**config.mk**
```make
export PLATFORM = sky130hd
export DESIGN_NAME = mem_subsystem
export DESIGN_NICKNAME = d
export VERILOG_FILES = /design/src/verilog/avl_pkg.sv /design/src/verilog/buffer_pkg.sv /design/src/verilog/read_buffer.sv /design/src/verilog/mask_buffer.sv /design/src/verilog/write_back_accumulator.sv /design/src/verilog/mem_control.sv /design/src/verilog/mem_subsystem.sv
export VERILOG_INCLUDE_DIRS = /design/src /design/src/verilog
export SDC_FILE = /design/constraint.sdc
export NUM_CORES = 1
export LEC_CHECK = 0
export ABC_AREA = 0
export BUFFER_PORTS_ARGS = -buffer_cell sky130_fd_sc_hd__buf_2
export CORE_UTILIZATION = 50
export DETAILED_ROUTE_END_ITERATION = 6
export PLACE_DENSITY = 0.71
export SLEW_MARGIN = 30
export SYNTH_ARGS = -nofsm -noshare
export SYNTH_HDL_FRONTEND = slang
export SYNTH_SLANG_ARGS = --single-unit
```
**constraint.sdc**
```tcl
create_clock -name iCLK -period 5.53 [get_ports iCLK]
set_clock_uncertainty 0.1 [all_clocks]
set_input_delay 1.106 -clock iCLK [delete_from_list [all_inputs] [get_ports iCLK]]
set_output_delay 1.106 -clock iCLK [all_outputs]
set_load 0.005 [all_outputs]
```
**src/verilog/mem_settings.svh**
```systemverilog
/* Memory subsystem settings
   Avalon widths, burst length and word index width */
`ifndef MEM_SETTINGS_SVH
`define MEM_SETTINGS_SVH

// ########################################
// Avalon bus

`define MEM_ADDR_W 24 // Word address width of the DDR3 controller port
`define MEM_DATA_W 32 // Data width of one Avalon word

// ########################################
// Buffers

`define MEM_BURST_LEN 4 // Words per burst for the read buffers and the accumulator
`define MEM_IDX_W 2 // Enough bits to index every word of a burst

`endif

```
**src/verilog/avl_pkg.sv**
```systemverilog
/* Avalon bus types
   Address and data vectors plus the host and agent signal bundles */
`include "mem_settings.svh"

package avl_pkg;

	typedef logic [`MEM_ADDR_W-1:0] avl_addr_t; // Word address
	typedef logic [`MEM_DATA_W-1:0] avl_data_t; // One data word

	// ########################################
	// Signals driven by a host toward the DDR3 controller

	typedef struct packed {
		logic burstbegin; // High with the first beat of a burst
		avl_addr_t address;
		avl_data_t writedata;
		logic write;
		logic read;
	} avl_host_t;

	// ########################################
	// Signals driven by the DDR3 controller back to a host

	typedef struct packed {
		logic local_init_done; // Controller calibration finished
		logic readdatavalid; // Qualifies readdata, returned in order
		logic wait_request_n; // Low while the agent stalls the command
		avl_data_t readdata;
	} avl_agent_t;

endpackage

```
**src/verilog/buffer_pkg.sv**
```systemverilog
/* Buffer client types
   Port owner selector, word index and the client request and response bundles */
`include "mem_settings.svh"

package buffer_pkg;

	// Owner of the external Avalon port
	typedef enum logic [1:0] {
		SEL_READ1 = 2'b00, // Default read buffer
		SEL_READ2 = 2'b01, // Second read buffer, used when both are needed
		SEL_MASK = 2'b10,
		SEL_WRITEBACK = 2'b11
	} buf_sel_t;

	typedef logic [`MEM_IDX_W-1:0] buf_idx_t; // Word position within a burst

	// ########################################
	// Client request

	typedef struct packed {
		logic start; // Single-cycle strobe that launches a fetch
		avl_pkg::avl_addr_t addr; // Base word address of the fetch
		buf_idx_t idx; // Word shown on the response data
	} buf_req_t;

	// ########################################
	// Client response

	typedef struct packed {
		logic busy; // A transfer is in progress
		logic done; // One-cycle pulse at the end of a transfer
		avl_pkg::avl_data_t data; // Held word, valid while busy is low
	} buf_rsp_t;

endpackage

```
**src/verilog/read_buffer.sv**
```systemverilog
`timescale 1ns/1ps
`include "mem_settings.svh"

/* Read buffer
   Fetches one burst of words over Avalon and serves them by index */
module read_buffer (
	input logic iCLK,
	input logic reset,
	input buffer_pkg::buf_req_t req,
	output buffer_pkg::buf_rsp_t rsp,
	output avl_pkg::avl_host_t avl_host,
	input avl_pkg::avl_agent_t avl_agent
);

	localparam buffer_pkg::buf_idx_t LAST_IDX = buffer_pkg::buf_idx_t'(`MEM_BURST_LEN - 1);

	typedef enum logic [1:0] {IDLE, ISSUE, DRAIN} state_t;

	state_t state;
	avl_pkg::avl_addr_t base_addr; // Address of the first word
	buffer_pkg::buf_idx_t issue_cnt; // Read commands accepted so far
	buffer_pkg::buf_idx_t rx_cnt; // Words returned so far
	logic done_q;
	avl_pkg::avl_data_t words [`MEM_BURST_LEN];

	// ########################################
	// Command issue and data capture

	always_ff @(posedge iCLK) begin
		if (reset) begin
			state <= IDLE;
			base_addr <= '0;
			issue_cnt <= '0;
			rx_cnt <= '0;
			done_q <= 1'b0;
			for (int i = 0; i < `MEM_BURST_LEN; i++) begin
				words[i] <= '0;
			end
		end else begin
			done_q <= 1'b0;
			case (state)
				IDLE: begin
					if (req.start && avl_agent.local_init_done) begin // Strobe ignored otherwise
						base_addr <= req.addr;
						issue_cnt <= '0;
						rx_cnt <= '0;
						state <= ISSUE;
					end
				end
				ISSUE: begin
					if (avl_agent.wait_request_n) begin // Command accepted this cycle
						issue_cnt <= issue_cnt + 1'b1;
						if (issue_cnt == LAST_IDX)
							state <= DRAIN;
					end
				end
				default: begin
				end
			endcase

			// Data may return while later commands are still being issued
			if (state != IDLE && avl_agent.readdatavalid) begin
				words[rx_cnt] <= avl_agent.readdata;
				rx_cnt <= rx_cnt + 1'b1;
				if (rx_cnt == LAST_IDX) begin
					done_q <= 1'b1;
					state <= IDLE;
				end
			end
		end
	end

	always_comb begin
		avl_host.burstbegin = (state == ISSUE) && (issue_cnt == '0); // First command only
		avl_host.address = base_addr + avl_pkg::avl_addr_t'(issue_cnt);
		avl_host.writedata = '0;
		avl_host.write = 1'b0;
		avl_host.read = (state == ISSUE);
		rsp.busy = (state != IDLE);
		rsp.done = done_q;
		rsp.data = words[req.idx];
	end

endmodule

```
**src/verilog/mask_buffer.sv**
```systemverilog
`timescale 1ns/1ps

/* Mask buffer
   Fetches a single mask word over Avalon and holds it for the client */
module mask_buffer (
	input logic iCLK,
	input logic reset,
	input buffer_pkg::buf_req_t req,
	output buffer_pkg::buf_rsp_t rsp,
	output avl_pkg::avl_host_t avl_host,
	input avl_pkg::avl_agent_t avl_agent
);

	typedef enum logic [1:0] {IDLE, ISSUE, WAIT} state_t;

	state_t state;
	avl_pkg::avl_addr_t mask_addr;
	avl_pkg::avl_data_t mask_q; // Last fetched mask
	logic done_q;

	// ########################################
	// Single read and capture

	always_ff @(posedge iCLK) begin
		if (reset) begin
			state <= IDLE;
			mask_addr <= '0;
			mask_q <= '0;
			done_q <= 1'b0;
		end else begin
			done_q <= 1'b0;
			case (state)
				IDLE: begin
					if (req.start && avl_agent.local_init_done) begin
						mask_addr <= req.addr;
						state <= ISSUE;
					end
				end
				ISSUE: begin
					if (avl_agent.wait_request_n) // Read accepted, now wait for the word
						state <= WAIT;
				end
				WAIT: begin
					if (avl_agent.readdatavalid) begin
						mask_q <= avl_agent.readdata;
						done_q <= 1'b1;
						state <= IDLE;
					end
				end
				default: state <= IDLE;
			endcase
		end
	end

	always_comb begin
		avl_host.burstbegin = (state == ISSUE); // A one-beat burst
		avl_host.address = mask_addr;
		avl_host.writedata = '0;
		avl_host.write = 1'b0;
		avl_host.read = (state == ISSUE);
		rsp.busy = (state != IDLE);
		rsp.done = done_q;
		rsp.data = mask_q;
	end

endmodule

```
**src/verilog/write_back_accumulator.sv**
```systemverilog
`timescale 1ns/1ps
`include "mem_settings.svh"

/* Write-back accumulator
   Sums incoming words per index and writes the sums out as one Avalon burst */
module write_back_accumulator (
	input logic iCLK,
	input logic reset,
	input logic add,
	input buffer_pkg::buf_idx_t idx,
	input avl_pkg::avl_data_t word,
	input logic flush,
	input avl_pkg::avl_addr_t addr,
	output buffer_pkg::buf_rsp_t rsp,
	output avl_pkg::avl_host_t avl_host,
	input avl_pkg::avl_agent_t avl_agent
);

	localparam buffer_pkg::buf_idx_t LAST_IDX = buffer_pkg::buf_idx_t'(`MEM_BURST_LEN - 1);

	typedef enum logic {IDLE, WRITE} state_t;

	state_t state;
	avl_pkg::avl_addr_t base_addr;
	buffer_pkg::buf_idx_t beat; // Index of the sum on the bus
	logic done_q;
	avl_pkg::avl_data_t sums [`MEM_BURST_LEN];

	// ########################################
	// Accumulation

	always_ff @(posedge iCLK) begin
		if (reset) begin
			state <= IDLE;
			base_addr <= '0;
			beat <= '0;
			done_q <= 1'b0;
			for (int i = 0; i < `MEM_BURST_LEN; i++) begin
				sums[i] <= '0;
			end
		end else begin
			done_q <= 1'b0;
			case (state)
				IDLE: begin
					if (add)
						sums[idx] <= sums[idx] + word; // Wraps at the data width
					if (flush && avl_agent.local_init_done) begin
						base_addr <= addr;
						beat <= '0;
						state <= WRITE;
					end
				end

				// ########################################
				// Write-back burst

				WRITE: begin
					if (avl_agent.wait_request_n) begin // Beat accepted
						beat <= beat + 1'b1;
						if (beat == LAST_IDX) begin
							done_q <= 1'b1;
							state <= IDLE;
							for (int i = 0; i < `MEM_BURST_LEN; i++) begin
								sums[i] <= '0;
							end
						end
					end
				end
				default: state <= IDLE;
			endcase
		end
	end

	always_comb begin
		avl_host.burstbegin = (state == WRITE) && (beat == '0);
		avl_host.address = base_addr + avl_pkg::avl_addr_t'(beat);
		avl_host.writedata = sums[beat];
		avl_host.write = (state == WRITE);
		avl_host.read = 1'b0;
		rsp.busy = (state != IDLE);
		rsp.done = done_q;
		rsp.data = sums[idx];
	end

endmodule

```
**src/verilog/mem_control.sv**
```systemverilog
`timescale 1ns/1ps

/* Memory control
   Holds the four buffers and hands the external Avalon port to the selected one */
module mem_control (
	input logic iCLK,
	input logic reset,
	input buffer_pkg::buf_sel_t selector,
	input buffer_pkg::buf_req_t rd1_req,
	output buffer_pkg::buf_rsp_t rd1_rsp,
	input buffer_pkg::buf_req_t rd2_req,
	output buffer_pkg::buf_rsp_t rd2_rsp,
	input buffer_pkg::buf_req_t mask_req,
	output buffer_pkg::buf_rsp_t mask_rsp,
	input logic acc_add,
	input buffer_pkg::buf_idx_t acc_idx,
	input avl_pkg::avl_data_t acc_word,
	input logic acc_flush,
	input avl_pkg::avl_addr_t acc_addr,
	output buffer_pkg::buf_rsp_t acc_rsp,
	output avl_pkg::avl_host_t ddr_host,
	input avl_pkg::avl_agent_t ddr_agent
);

	avl_pkg::avl_host_t rb1_host, rb2_host, mask_host, wba_host;
	avl_pkg::avl_agent_t rb1_agent, rb2_agent, mask_agent, wba_agent;
	avl_pkg::avl_agent_t stall_agent; // Seen by every buffer that does not own the port

	// ########################################
	// Buffers

	read_buffer rb1_i (
		.iCLK(iCLK), .reset(reset),
		.req(rd1_req), .rsp(rd1_rsp),
		.avl_host(rb1_host), .avl_agent(rb1_agent)
	);

	read_buffer rb2_i (
		.iCLK(iCLK), .reset(reset),
		.req(rd2_req), .rsp(rd2_rsp),
		.avl_host(rb2_host), .avl_agent(rb2_agent)
	);

	mask_buffer mb_i (
		.iCLK(iCLK), .reset(reset),
		.req(mask_req), .rsp(mask_rsp),
		.avl_host(mask_host), .avl_agent(mask_agent)
	);

	write_back_accumulator wba_i (
		.iCLK(iCLK), .reset(reset),
		.add(acc_add), .idx(acc_idx), .word(acc_word),
		.flush(acc_flush), .addr(acc_addr), .rsp(acc_rsp),
		.avl_host(wba_host), .avl_agent(wba_agent)
	);

	// ########################################
	// Port multiplexer

	always_comb begin
		stall_agent = '0; // wait_request_n low holds any pending command
		stall_agent.local_init_done = ddr_agent.local_init_done;
		rb1_agent = stall_agent;
		rb2_agent = stall_agent;
		mask_agent = stall_agent;
		wba_agent = stall_agent;
		ddr_host = '0;
		case (selector)
			buffer_pkg::SEL_READ1: begin
				ddr_host = rb1_host;
				rb1_agent = ddr_agent;
			end
			buffer_pkg::SEL_READ2: begin
				ddr_host = rb2_host;
				rb2_agent = ddr_agent;
			end
			buffer_pkg::SEL_MASK: begin
				ddr_host = mask_host;
				mask_agent = ddr_agent;
			end
			buffer_pkg::SEL_WRITEBACK: begin
				ddr_host = wba_host;
				wba_agent = ddr_agent;
			end
			default: ddr_host = '0;
		endcase
	end

endmodule

```
**src/verilog/mem_subsystem.sv**
```systemverilog
`timescale 1ns/1ps

/* Memory subsystem top level
   Connects the client ports and the DDR3 Avalon port to the memory control */
module mem_subsystem (
	input logic iCLK,
	input logic reset,
	input buffer_pkg::buf_sel_t selector, // Set externally, there is no arbitration
	input buffer_pkg::buf_req_t rd1_req,
	output buffer_pkg::buf_rsp_t rd1_rsp,
	input buffer_pkg::buf_req_t rd2_req,
	output buffer_pkg::buf_rsp_t rd2_rsp,
	input buffer_pkg::buf_req_t mask_req,
	output buffer_pkg::buf_rsp_t mask_rsp,
	input logic acc_add,
	input buffer_pkg::buf_idx_t acc_idx,
	input avl_pkg::avl_data_t acc_word,
	input logic acc_flush,
	input avl_pkg::avl_addr_t acc_addr,
	output buffer_pkg::buf_rsp_t acc_rsp,
	output avl_pkg::avl_host_t ddr_host, // Toward the DDR3 controller
	input avl_pkg::avl_agent_t ddr_agent
);

	mem_control mc_i (
		.iCLK(iCLK),
		.reset(reset),
		.selector(selector),
		.rd1_req(rd1_req), .rd1_rsp(rd1_rsp),
		.rd2_req(rd2_req), .rd2_rsp(rd2_rsp),
		.mask_req(mask_req), .mask_rsp(mask_rsp),
		.acc_add(acc_add),
		.acc_idx(acc_idx),
		.acc_word(acc_word),
		.acc_flush(acc_flush),
		.acc_addr(acc_addr),
		.acc_rsp(acc_rsp),
		.ddr_host(ddr_host),
		.ddr_agent(ddr_agent)
	);

endmodule

```
* Word level (Yosys, flattened, before mapping)
Memory sizes are Yosys's and may differ from the RTL's. A register that Yosys moved wholly into a read port is not among the register bits. Index checks and enable logic that the tools add are counted.
Word-level totals: RAM bits 384, logic and storage cells 174, bits in read-only memories 0, register bits after elaboration 149, latch bits 0, memories 3
Cells by class: div/mod/pow operators 0, equal/unequal tests 21, bitwise gates (word level) 8, multiply operators 0, shift operators 0, order comparisons 0, muxes and demuxes 73, add/sub/neg operators 9, reduce and logical (&&, ||, !) cells 42
Memories:
- mc_i.rb1_i.words | words 4, width 32, read ports 1, clocked after memory_dff 0, wr ports 4, RTL line read_buffer.sv:24 | avl_pkg::avl_data_t words [`MEM_BURST_LEN];
- mc_i.rb2_i.words | words 4, width 32, read ports 1, clocked after memory_dff 0, wr ports 4, RTL line read_buffer.sv:24
- mc_i.wba_i.sums | words 4, width 32, read ports 2, clocked after memory_dff 1, wr ports 4, RTL line write_back_accumulator.sv:27 | avl_pkg::avl_data_t sums [`MEM_BURST_LEN];
Operator list (count):
- 59-bit case mux with 4 select lines | 1
- 32-bit two-way mux | 7
- 34-bit two-way mux | 3
- 32-bit OR reduction | 3
- 24-bit by 2-bit adder with 24-bit output | 3
- 2-bit two-way mux | 28
- 33-bit two-way mux | 1
- 32-bit adder | 1
- 1-bit two-way mux | 26
- 2-bit case mux with 2 select lines | 5
- 2-bit nonzero test | 9
- 2-bit == test, second input constant | 8
- 2-bit AND reduction | 8
- 2-bit zero test | 7
- 2-bit inequality test, second input constant | 7
- 2-bit by 1-bit adder with 2-bit output, second input constant | 5
- 1-bit logical AND | 9
- 3-bit AND reduction | 3
- 2-bit by 1-bit == test with 1-bit output, second input constant | 4
- 2-bit case mux with 3 select lines | 1
- 2-bit OR reduction | 3
- 2-bit by 1-bit inequality test with 1-bit output, second input constant | 2
- 1-bit NOT | 4
- 1-bit OR | 4
- 1-bit case mux with 2 select lines | 1

* Longest topological paths before layout
Gate-level depths: netlist (run 1).
depth in word-level cells 8, depth in mapped cells 13

* Cells and area by module
From an unflattened synthesis (run 1), not the netlist that was laid out.
Second synthesis, totals: cell total of the unflattened synthesis 2529, area total of the unflattened synthesis 30344.1 µm²
By module, submodules not included:
- write_back_accumulator | sequential area each 4444.3 µm², area an instance 9904.5 µm², times used 1, cells each 885
- read_buffer (mc_i.rb1_i) | sequential area each 4464.3 µm², area an instance 7460.9 µm², times used 1, cells each 557
- read_buffer (mc_i.rb2_i) | sequential area each 4464.3 µm², area an instance 7423.4 µm², times used 1, cells each 556
- mask_buffer | sequential area each 1181.1 µm², area an instance 2924.1 µm², times used 1, cells each 292
- mem_control | sequential area each 0.0 µm², area an instance 2631.3 µm², times used 1, cells each 239

* Least setup slack after synthesis (run 1)
Ideal clock, no wire load.
kind input to register, start in acc_idx[0], end mem mc_i.wba_i.sums[0][28] (netlist bit) (data pin), buffers on the path 3, setup slack 0.642 ns, data required time 5.155 ns, cell stages on the path 13, data arrival time 4.513 ns, path through clkbuf_1 > buf_1 > mux4_2 > ha_1 > inv_1 > fa_1 > and2b_4 > o2111ai_4 > a211o_1 > a2111o_1 > buf_6 > mux2i_2 > nor4b_1
RTL lines:
- from (decl) | RTL line mem_subsystem.sv:16 | input buffer_pkg::buf_idx_t acc_idx,
- to (decl) | RTL line write_back_accumulator.sv:27

==> results.txt, run 1 <==
STA classifies the critical path startpoint as a flip-flop. VDD sags by at most ~0.32 mV. The achievable frequency came out at ~220 MHz. In this run, post-CTS repair resized a total of 0 instances. The first detailed-routing pass ran for 5 iterations. The max capacitance violation total came out at 0. In this run the standard cell core region covers 53000 um^2.

For the pin with the worst max-slew slack, the measured transition is about 1.1 ns. The post-detailed-route via-to-cell ratio came out at 5.91. The number of DRC violations after detailed-routing iteration 0 is approximately 2k.

The port buffer count came out at roughly 370. For this design the ratio of total power to cell area is about 300 nW/um^2. The total routed wirelength came out at 78300 um. The wire-length estimate of the detail-placed layout is ~53000 um. Clock tree synthesis selected as its root buffer the cell sky130_fd_sc_hd__clkbuf_16. Sequential elements use 53.9% of the synthesized area. Ranked by total cell area, the synthesized netlist is headed by sky130_fd_sc_hd__edfxtp_1, sky130_fd_sc_hd__mux4_2, sky130_fd_sc_hd__dfxtp_1. The source of the worst register-to-register timing path is mc_i.wba_i.sums[3][18].

The analysis attributes to cell leakage a power of around 12 nW. The signal on the critical path passes through ha_1 > inv_1 > fa_1 > nand3b_1 > nor2_1 > nand2_1 > xnor2_1 > mux4_2 > buf_2. For this design the top-level I/O count stands at 375.

Synthesis produced ~2.3k cells. The count of nets left with antenna violations once routing finished came out at 0. At the end of the flow, the number of nets in the layout was roughly 2.9k. The category of the most critical setup path is flip-flop to output port. The H-tree was split into 2 levels. The number of rows in the core area came out at 84. Once routing completed, OpenROAD measured the worst setup slack at just over 1 ns. The count of buffering cells on the critical path with inverters included is 2. The number of buffers inserted to repair setup after CTS is 0. The logic depth of the worst register-to-register path came out at 9. The area of all placed cells without fillers is 31500 um^2. Clock-pin slew was measured on the worst setup and hold paths at about 0.060 ns. Measured along the y axis, the die boundary spans ~230 um. The top cell types in the final layout, fill and taps aside, are sky130_fd_sc_hd__edfxtp_1, sky130_fd_sc_hd__nand2_1, sky130_fd_sc_hd__buf_2. The share of async-settable or async-resettable flops after synthesis came out at 0%. The count of endpoints failing hold in the final timing report came to 0. The relative max-transition margin is between 20% and 30%. The required arrival time at the worst endpoint is between 4 and 5 ns. The clock tree buffer depth came out at 3. The pin count of the biggest net entering global routing is 66.

The synthesized design contains 384 enable-type register cells. The mean instance size in the synthesized netlist is 11.6 um^2. The run finished with clean final reports.

The minimum hold slack came out at approximately 0.35 ns. The count of synthesis-stage warnings from yosys is 0. Counting every net in the synthesized netlist gives between 2k and 3k.

The worst hold path was traced through 2 stages. CTS saw between 500 and 600 sinks. Dividing the final minimum period by the clock period gives approximately four fifths. The area fraction of the dominant cell type after synthesis came out at a little over two fifths.

The end point of the worst hold path is mc_i.mb_i.mask_addr[17]. Setup repair after global routing left no endpoint under its margin. After global routing the overflow that remains totals 0.

The area of the mapped netlist came out at about 27000 um^2. Of all nets on the critical path, the largest fanout is 8. The initial standard-cell utilization of the core came out at about half. The setup check on the worst reg-to-reg path leaves a slack of 1.87 ns.

The share of post-route cells with drive strength above 1 came out at between 20% and 30%. The area of the die came out at approximately 55000 um^2. The largest total area in the synthesized netlist belongs to sky130_fd_sc_hd__edfxtp_1. After clock tree synthesis, the flow added hold-fix buffers numbering 0. Global routing used between 20 and 30% of the available tracks. The TritonCTS buffer count is 57. The delay of the slowest cell on the worst path is 0.52 ns. The worst hold path belongs to the class flip-flop to flip-flop. In this run, synthesis produced a sequential element count of roughly 540. The CTS tree is done. Summing all placed instances gives a cell area of 29500 um^2. The worst register-to-register path ends at mc_i.wba_i.sums[0][31]. The initial antenna violation count came to 3.

The worst setup path is captured at an output port. The synthesized netlist contains 68 unique library cells. The global placement routability congestion came out at approximately 1. The core occupancy in the finished layout came out at between 50% and 60%.

The family with the most delay on the worst path is simple AND/OR/NAND/NOR gates. The startpoint of the worst hold path is mc_i.mb_i.mask_addr[17]. The wire length of the first global-routing pass came out at ~120000 um.

The slowest cell on the critical path is sky130_fd_sc_hd__mux4_2. The count of final max-slew check failures is 0. Leaving out fill and tap cells, the most frequent cell in the layout is sky130_fd_sc_hd__edfxtp_1.

The data arrival time of the critical path came out at between 3 and 4 ns. The most used flip-flop cell after synthesis is sky130_fd_sc_hd__edfxtp_1. The chip width is ~230 um. The setup TNS came out at 0 ns. The via count of the first global-routing pass was ~20k. The setup violation total in the final timing report came out at 0. The clock latency reported for the late side of the worst-skew pair came out at around 0.63 ns. The remaining routing DRC violations is 0. The vias after detailed routing is between 20k and 25k.

The detailed-route wire length per cell is 23.1 um. For the finished layout, the period the worst path requires is between 4 and 5 ns. The area growth from synthesis to layout is 16.5%. At the placement stage, the worst setup path has a slack of around 0.62 ns.
[cell families after synthesis]
logic type,after synthesis,synth area share (%)
xor gates and xnor gates,84,2.72
buffers and inverters,182,2.68
muxes,157,12.5
adders and majority gates,49,2.38
AOI/OAI and AO/OA,319,7.26
and+or+nand+nor,1003,18.6
DFF,535,53.9
[worst max-delay path by stage]
| stage | start | to | slack (ns) | depth (start not counted) |
|---|---|---|---|---|
| after floorplan | acc_idx[0] | mc_i.wba_i.sums[0][28] | 0.64 | 13 |
| after global placement | acc_idx[0] | mc_i.wba_i.sums[1][17] | 0.67 | 10 |
| after detailed placement | acc_idx[0] | mc_i.wba_i.sums[0][31] | 0.62 | 10 |
| after CTS | mc_i.rb1_i.issue_cnt[0] | ddr_host[46] | 1.02 | 9 |
| after global routing | mc_i.rb2_i.issue_cnt[0] | ddr_host[50] | 0.87 | 9 |
| final | mc_i.rb1_i.issue_cnt[0] | ddr_host[46] | 1.02 | 9 |
[metrics by stage]
| step | power, mW | cells |
|---|---|---|
| after floorplan | 5.32 | 2329 |
| after global placement | 5.77 | 3274 |
| after detailed placement | 5.80 | 3275 |
| after CTS | 9.61 | 3382 |
| after global routing | 9.87 | 3385 |
| final | 9.58 | 3385 |
[Yosys cell counts (3+ instances only)]
master,instances
sky130_fd_sc_hd__or3_1,8
sky130_fd_sc_hd__o211ai_1,7
sky130_fd_sc_hd__a221o_1,4
sky130_fd_sc_hd__edfxtp_1,384
sky130_fd_sc_hd__nor2b_1,39
sky130_fd_sc_hd__o21ai_0,34
sky130_fd_sc_hd__o21bai_1,6
sky130_fd_sc_hd__a211o_1,21
sky130_fd_sc_hd__a221oi_1,5
sky130_fd_sc_hd__buf_2,11
sky130_fd_sc_hd__o31ai_1,3
sky130_fd_sc_hd__xor2_1,34
sky130_fd_sc_hd__a211oi_1,4
sky130_fd_sc_hd__nor3_1,22
sky130_fd_sc_hd__nor3b_1,5
sky130_fd_sc_hd__inv_1,29
sky130_fd_sc_hd__buf_4,5
sky130_fd_sc_hd__nand4_1,42
sky130_fd_sc_hd__nand2_1,372
sky130_fd_sc_hd__nor4b_1,10
sky130_fd_sc_hd__nor2_1,123
sky130_fd_sc_hd__nor4_1,14
sky130_fd_sc_hd__a21o_1,11
sky130_fd_sc_hd__and2_1,270
sky130_fd_sc_hd__clkbuf_1,123
sky130_fd_sc_hd__ha_1,45
sky130_fd_sc_hd__and3_1,18
sky130_fd_sc_hd__buf_1,13
sky130_fd_sc_hd__dfxtp_1,151
sky130_fd_sc_hd__a2111o_1,3
sky130_fd_sc_hd__o21a_1,8
sky130_fd_sc_hd__mux4_2,143
sky130_fd_sc_hd__and4_1,7
sky130_fd_sc_hd__fa_1,4
sky130_fd_sc_hd__or2_2,12
sky130_fd_sc_hd__xnor2_1,50
sky130_fd_sc_hd__nand2b_1,9
sky130_fd_sc_hd__a21oi_1,189
sky130_fd_sc_hd__nand3_1,44
sky130_fd_sc_hd__mux2i_1,12
sky130_fd_sc_hd__a21boi_0,3
[worst register-to-register path, delay by kind of cell (launching register included)]
family	cells	cell delay, ns
AND/OR/NAND/NOR	2	0.40
multiplexers	2	0.76
adder cells (fa/ha/maj)	1	0.58
AO/OA/AOI/OAI	3	1.09
flip-flops	1	0.38
buffers and inverters	1	0.19
[state kept, by name, indices dropped and copies added, names as in the netlist, named ones only]
signal                cells
mc_i.rb2_i.rx_cnt         2
mc_i.mb_i.mask_q         32
mc_i.wba_i.done_q         1
mc_i.rb1_i.issue_cnt      2
mc_i.wba_i.beat           2
mc_i.rb2_i.base_addr     24
mc_i.rb1_i.words        128
mc_i.mb_i.state           2
mc_i.rb1_i.base_addr     24
mc_i.wba_i.sums         128
mc_i.rb2_i.words        128
mc_i.rb2_i.issue_cnt      2
mc_i.rb2_i.state          2
mc_i.rb1_i.done_q         1
mc_i.wba_i.state          1
mc_i.mb_i.done_q          1
mc_i.rb2_i.done_q         1
mc_i.mb_i.mask_addr      24
mc_i.wba_i.base_addr     24
mc_i.rb1_i.state          2
mc_i.rb1_i.rx_cnt         2
[layout make-up]
type | instances | area (um^2)
Clock inverter | 29 | 302
Inverter | 29 | 109
Fill cell | 4302 | 21500
Clock buffer | 78 | 1600
Multi-Input combinational cell | 1612 | 11800
Tap cell | 688 | 861
Antenna cell | 3 | 7.51
Timing Repair Buffer | 411 | 2210
Sequential cell | 535 | 14600
[power by group]
part | leakage [nW] | total [mW] | switching, mW | internal [mW]
Sequential | 5.21 | 4.53 | 0.0795 | 4.45
Combinational | 6.08 | 1.20 | 0.748 | 0.455
Clock | 0.938 | 3.85 | 1.63 | 2.21
[metal layers]
| layer | track usage (%) | wire, um |
|---|---|---|
| met1 | 36.9 | 30700 |
| met2 | 47.0 | 38700 |
| met3 | 5.09 | 6280 |
| met4 | 11.2 | 2630 |
| met5 | 0 | 0 |
(Power assumes the default switching activity.)
==> run 2, diff against run 1 <==
PLACE_DENSITY = 0.74   (was 0.71)
clock period = 3.7 ns   (was 5.53 ns; I/O delays follow)
==> run 2 against run 1 <==
  * The flow now finishes with violations (setup timing)
  * Non-clock buffer count grew 174
  * Via count grew 4.2%
  * Sequential share of layout area down 2.3 points
  * Power increased by 53%
  * Die area unchanged
  * Critical path depth grew 1
  * Hold slack got worse by 0.10 ns
  * Utilization is 3.1 points higher
  * Global-route usage up 0.42 points
  * Count of clock-buffer cells in the layout grew 2
  * First-iteration DRC count decreased by 19%
  * Routed wire length is 1.6% higher
==> results.txt, run 2 (synthesized netlist as in run 1, its figures left out) <==
The run finished, with violations left. The final reports fail on setup timing. For this design the static power due to leakage is approximately 13 nW. The remaining routing DRC violations came out at 0.

The logic depth of the worst register-to-register path came out at 12. The tree is rooted in a sky130_fd_sc_hd__clkbuf_16. The register-to-register setup slack is around 0.35 ns. The first-pass detailed-route iteration total came out at 7.

The post-placement setup slack is -0.388 ns. The setup violation total in the final timing report came out at 1. Setup repair after global routing could not meet its margin everywhere. In the post-route analysis, the smallest setup slack over all paths is -0.00692 ns. The wire length of the first global-routing pass is 119000 um. The area growth from synthesis to layout is 22.6%. The routed layout has around 21k vias. The post-route antenna net violation count came out at 0.

Buffers inserted to repair hold after CTS numbered 0. The via count of the first global-routing pass is about 21k. The total global-route track usage came out at around 29%. The achievable frequency came out at between 200 and 300 MHz. The initial antenna violation count came out at 4. The die covers approximately 55000 um^2. The clock passes through at most 3 buffers.

The relative max-transition margin came out at between 30 and 40%. The detailed-route wire length per cell is ~22 um. The vertical die dimension is about 230 um. The global-route congestion overflow total came out at 0. The core region is 53000 um^2. The chip width is around 230 um.

The post-detailed-route via-to-cell ratio is 5.87. STA classifies the critical path endpoint as an output port. The clock transition at the registers of the reported paths is 0.06 ns. The HPWL after detailed placement came out at about 55000 um. The critical path goes through ha_4 > inv_2 > fa_2 > or3_4 > buf_6 > nor3_4 > xor2_1 > mux2i_1 > o21bai_1 > buf_2. The floorplan has between 80 and 90 rows.

The largest fanout on the critical path is 3. The largest voltage drop on the vdd net came out at between 0.3 and 0.4 mV. The number of I/O pins is about 380. The TritonCTS buffer count came out at between 50 and 60. The count of final max-slew check failures came out at 0. The number of cells traversed by the worst hold path is 3.

The count of endpoints failing hold in the final timing report came out at 0. At the pin with the least slew margin, the transition time is around 0.95 ns. At the later pin of the worst-skew pair, clock insertion delay measures 0.64 ns. The max capacitance violation total is 0. The final period demand of the worst path came out at roughly 3.7 ns. The library cell used most frequently in the layout, excluding fill and tap cells, is sky130_fd_sc_hd__edfxtp_1.

In the layout the commonest cells are sky130_fd_sc_hd__edfxtp_1, sky130_fd_sc_hd__nand2_1, sky130_fd_sc_hd__buf_2. Cells fill 62.5% of the core in the end. The net total in the final layout came out at about 3.0k. The class of the tightest hold or removal check is primary input to flip-flop. The pin count of the biggest net entering global routing came out at between 70 and 80. The cell area power density came out at between 400 and 500 nW/um^2. After detailed routing, the total wire length is around 80000 um. The detailed router finished its first iteration with roughly 1.6k violations. The global placement routability congestion came out at ~0.96. The port buffer count came out at roughly 370. STA classifies the critical path startpoint as a flip-flop. TritonCTS built the clock tree.

The required arrival time at the worst endpoint came out at approximately 2.9 ns. The clock drives approximately 540 sinks. On the critical path, the stage with the largest delay is an instance of sky130_fd_sc_hd__or3_4. The final cycle utilization of the critical path is 100%. The design draws around 15 mW. The initial standard-cell utilization of the core came out at around half.

The critical path in this run is classified as flip-flop to output port. The count of H-tree levels built during CTS is 2. On the worst path, the slowest cell contributes a delay of ~0.38 ns. Data arrives at the worst endpoint at between 2 and 3 ns.

The share of post-route cells with drive strength above 1 came out at approximately 31%. The number of inserted filler cells in the final layout is approximately 4.2k. The largest registers in the layout are mc_i.rb1_i.words: 128 flops, mc_i.rb2_i.words: 128 flops, mc_i.wba_i.sums: 128 flops.
==> run 2: what timing repair did <==
| item | in CTS | in global routing |
|---|---|---|
| resized for setup | 35 | 31 |
| setup endpoints to repair | 13 | 15 |
| pin swaps | 6 | 9 |
| setup buffers | 8 | 1 |
==> run 2: routing by layer <==
metal	GRT usage, %	share of wire, %	vias to the layer above
met5	0	0.055	-
met4	10.3	3.1	6
met3	5.54	8.4	145
met2	48.3	49	904
met1	37.0	39	10400
li1	-	-	9424
==> run 2: area by class of cell <==
class | count | area (um^2) | area share, %
Tap cell | 688 | 861 | 2.60
Multi-Input combinational cell | 1612 | 12100 | 36.5
Inverter | 29 | 109 | 0.329
Antenna cell | 1 | 2.50 | 0.00756
Clock inverter | 24 | 333 | 1.01
Timing Repair Buffer | 585 | 3620 | 10.9
Clock buffer | 80 | 1530 | 4.62
Sequential cell | 535 | 14600 | 44.0
==> run 2: worst paths after layout <==
path / start / endpoint
worst max-delay path: mc_i.rb2_i.issue_cnt[0] / ddr_host[54]
worst min-delay path: rd1_req[8] / mc_i.rb1_i.base_addr[6]
worst max register to register: mc_i.wba_i.sums[3][0] / mc_i.wba_i.sums[2][30]
worst min register to register: mc_i.mb_i.mask_addr[3] / mc_i.mb_i.mask_addr[3]
==> run 2: power breakdown <==
group / internal, mW / switching [mW]
combinational: 0.968 / 1.20
sequential: 6.65 / 0.122
clock: 3.31 / 2.39
total: 10.9 / 3.71
==> run 2: metrics by stage <==
step | instances | hold WS [ns] | instance area (um^2) | setup TNS [ns]
floorplan | 2329 | 0.330 | 27100 | -0.869
detailed placement | 3440 | 0.343 | 30900 | -17.12
global placement | 3440 | 0.338 | 30900 | -12.78
finish | 3554 | 0.248 | 33100 | -0.00692
global route | 3554 | 0.245 | 33100 | -0.225
CTS | 3552 | 0.219 | 32900 | -0.333
==> run 2: worst max-delay path: cells and delay by family, from the launching register on <==
kind | cells | cell delay (ns)
buffers and inverters | 3 | 0.32
xor gates and xnor gates | 1 | 0.17
and+or+nand+nor | 2 | 0.54
AOI/OAI and AO/OA | 1 | 0.23
adders and majority gates | 2 | 0.50
DFF | 1 | 0.36
muxes | 1 | 0.12
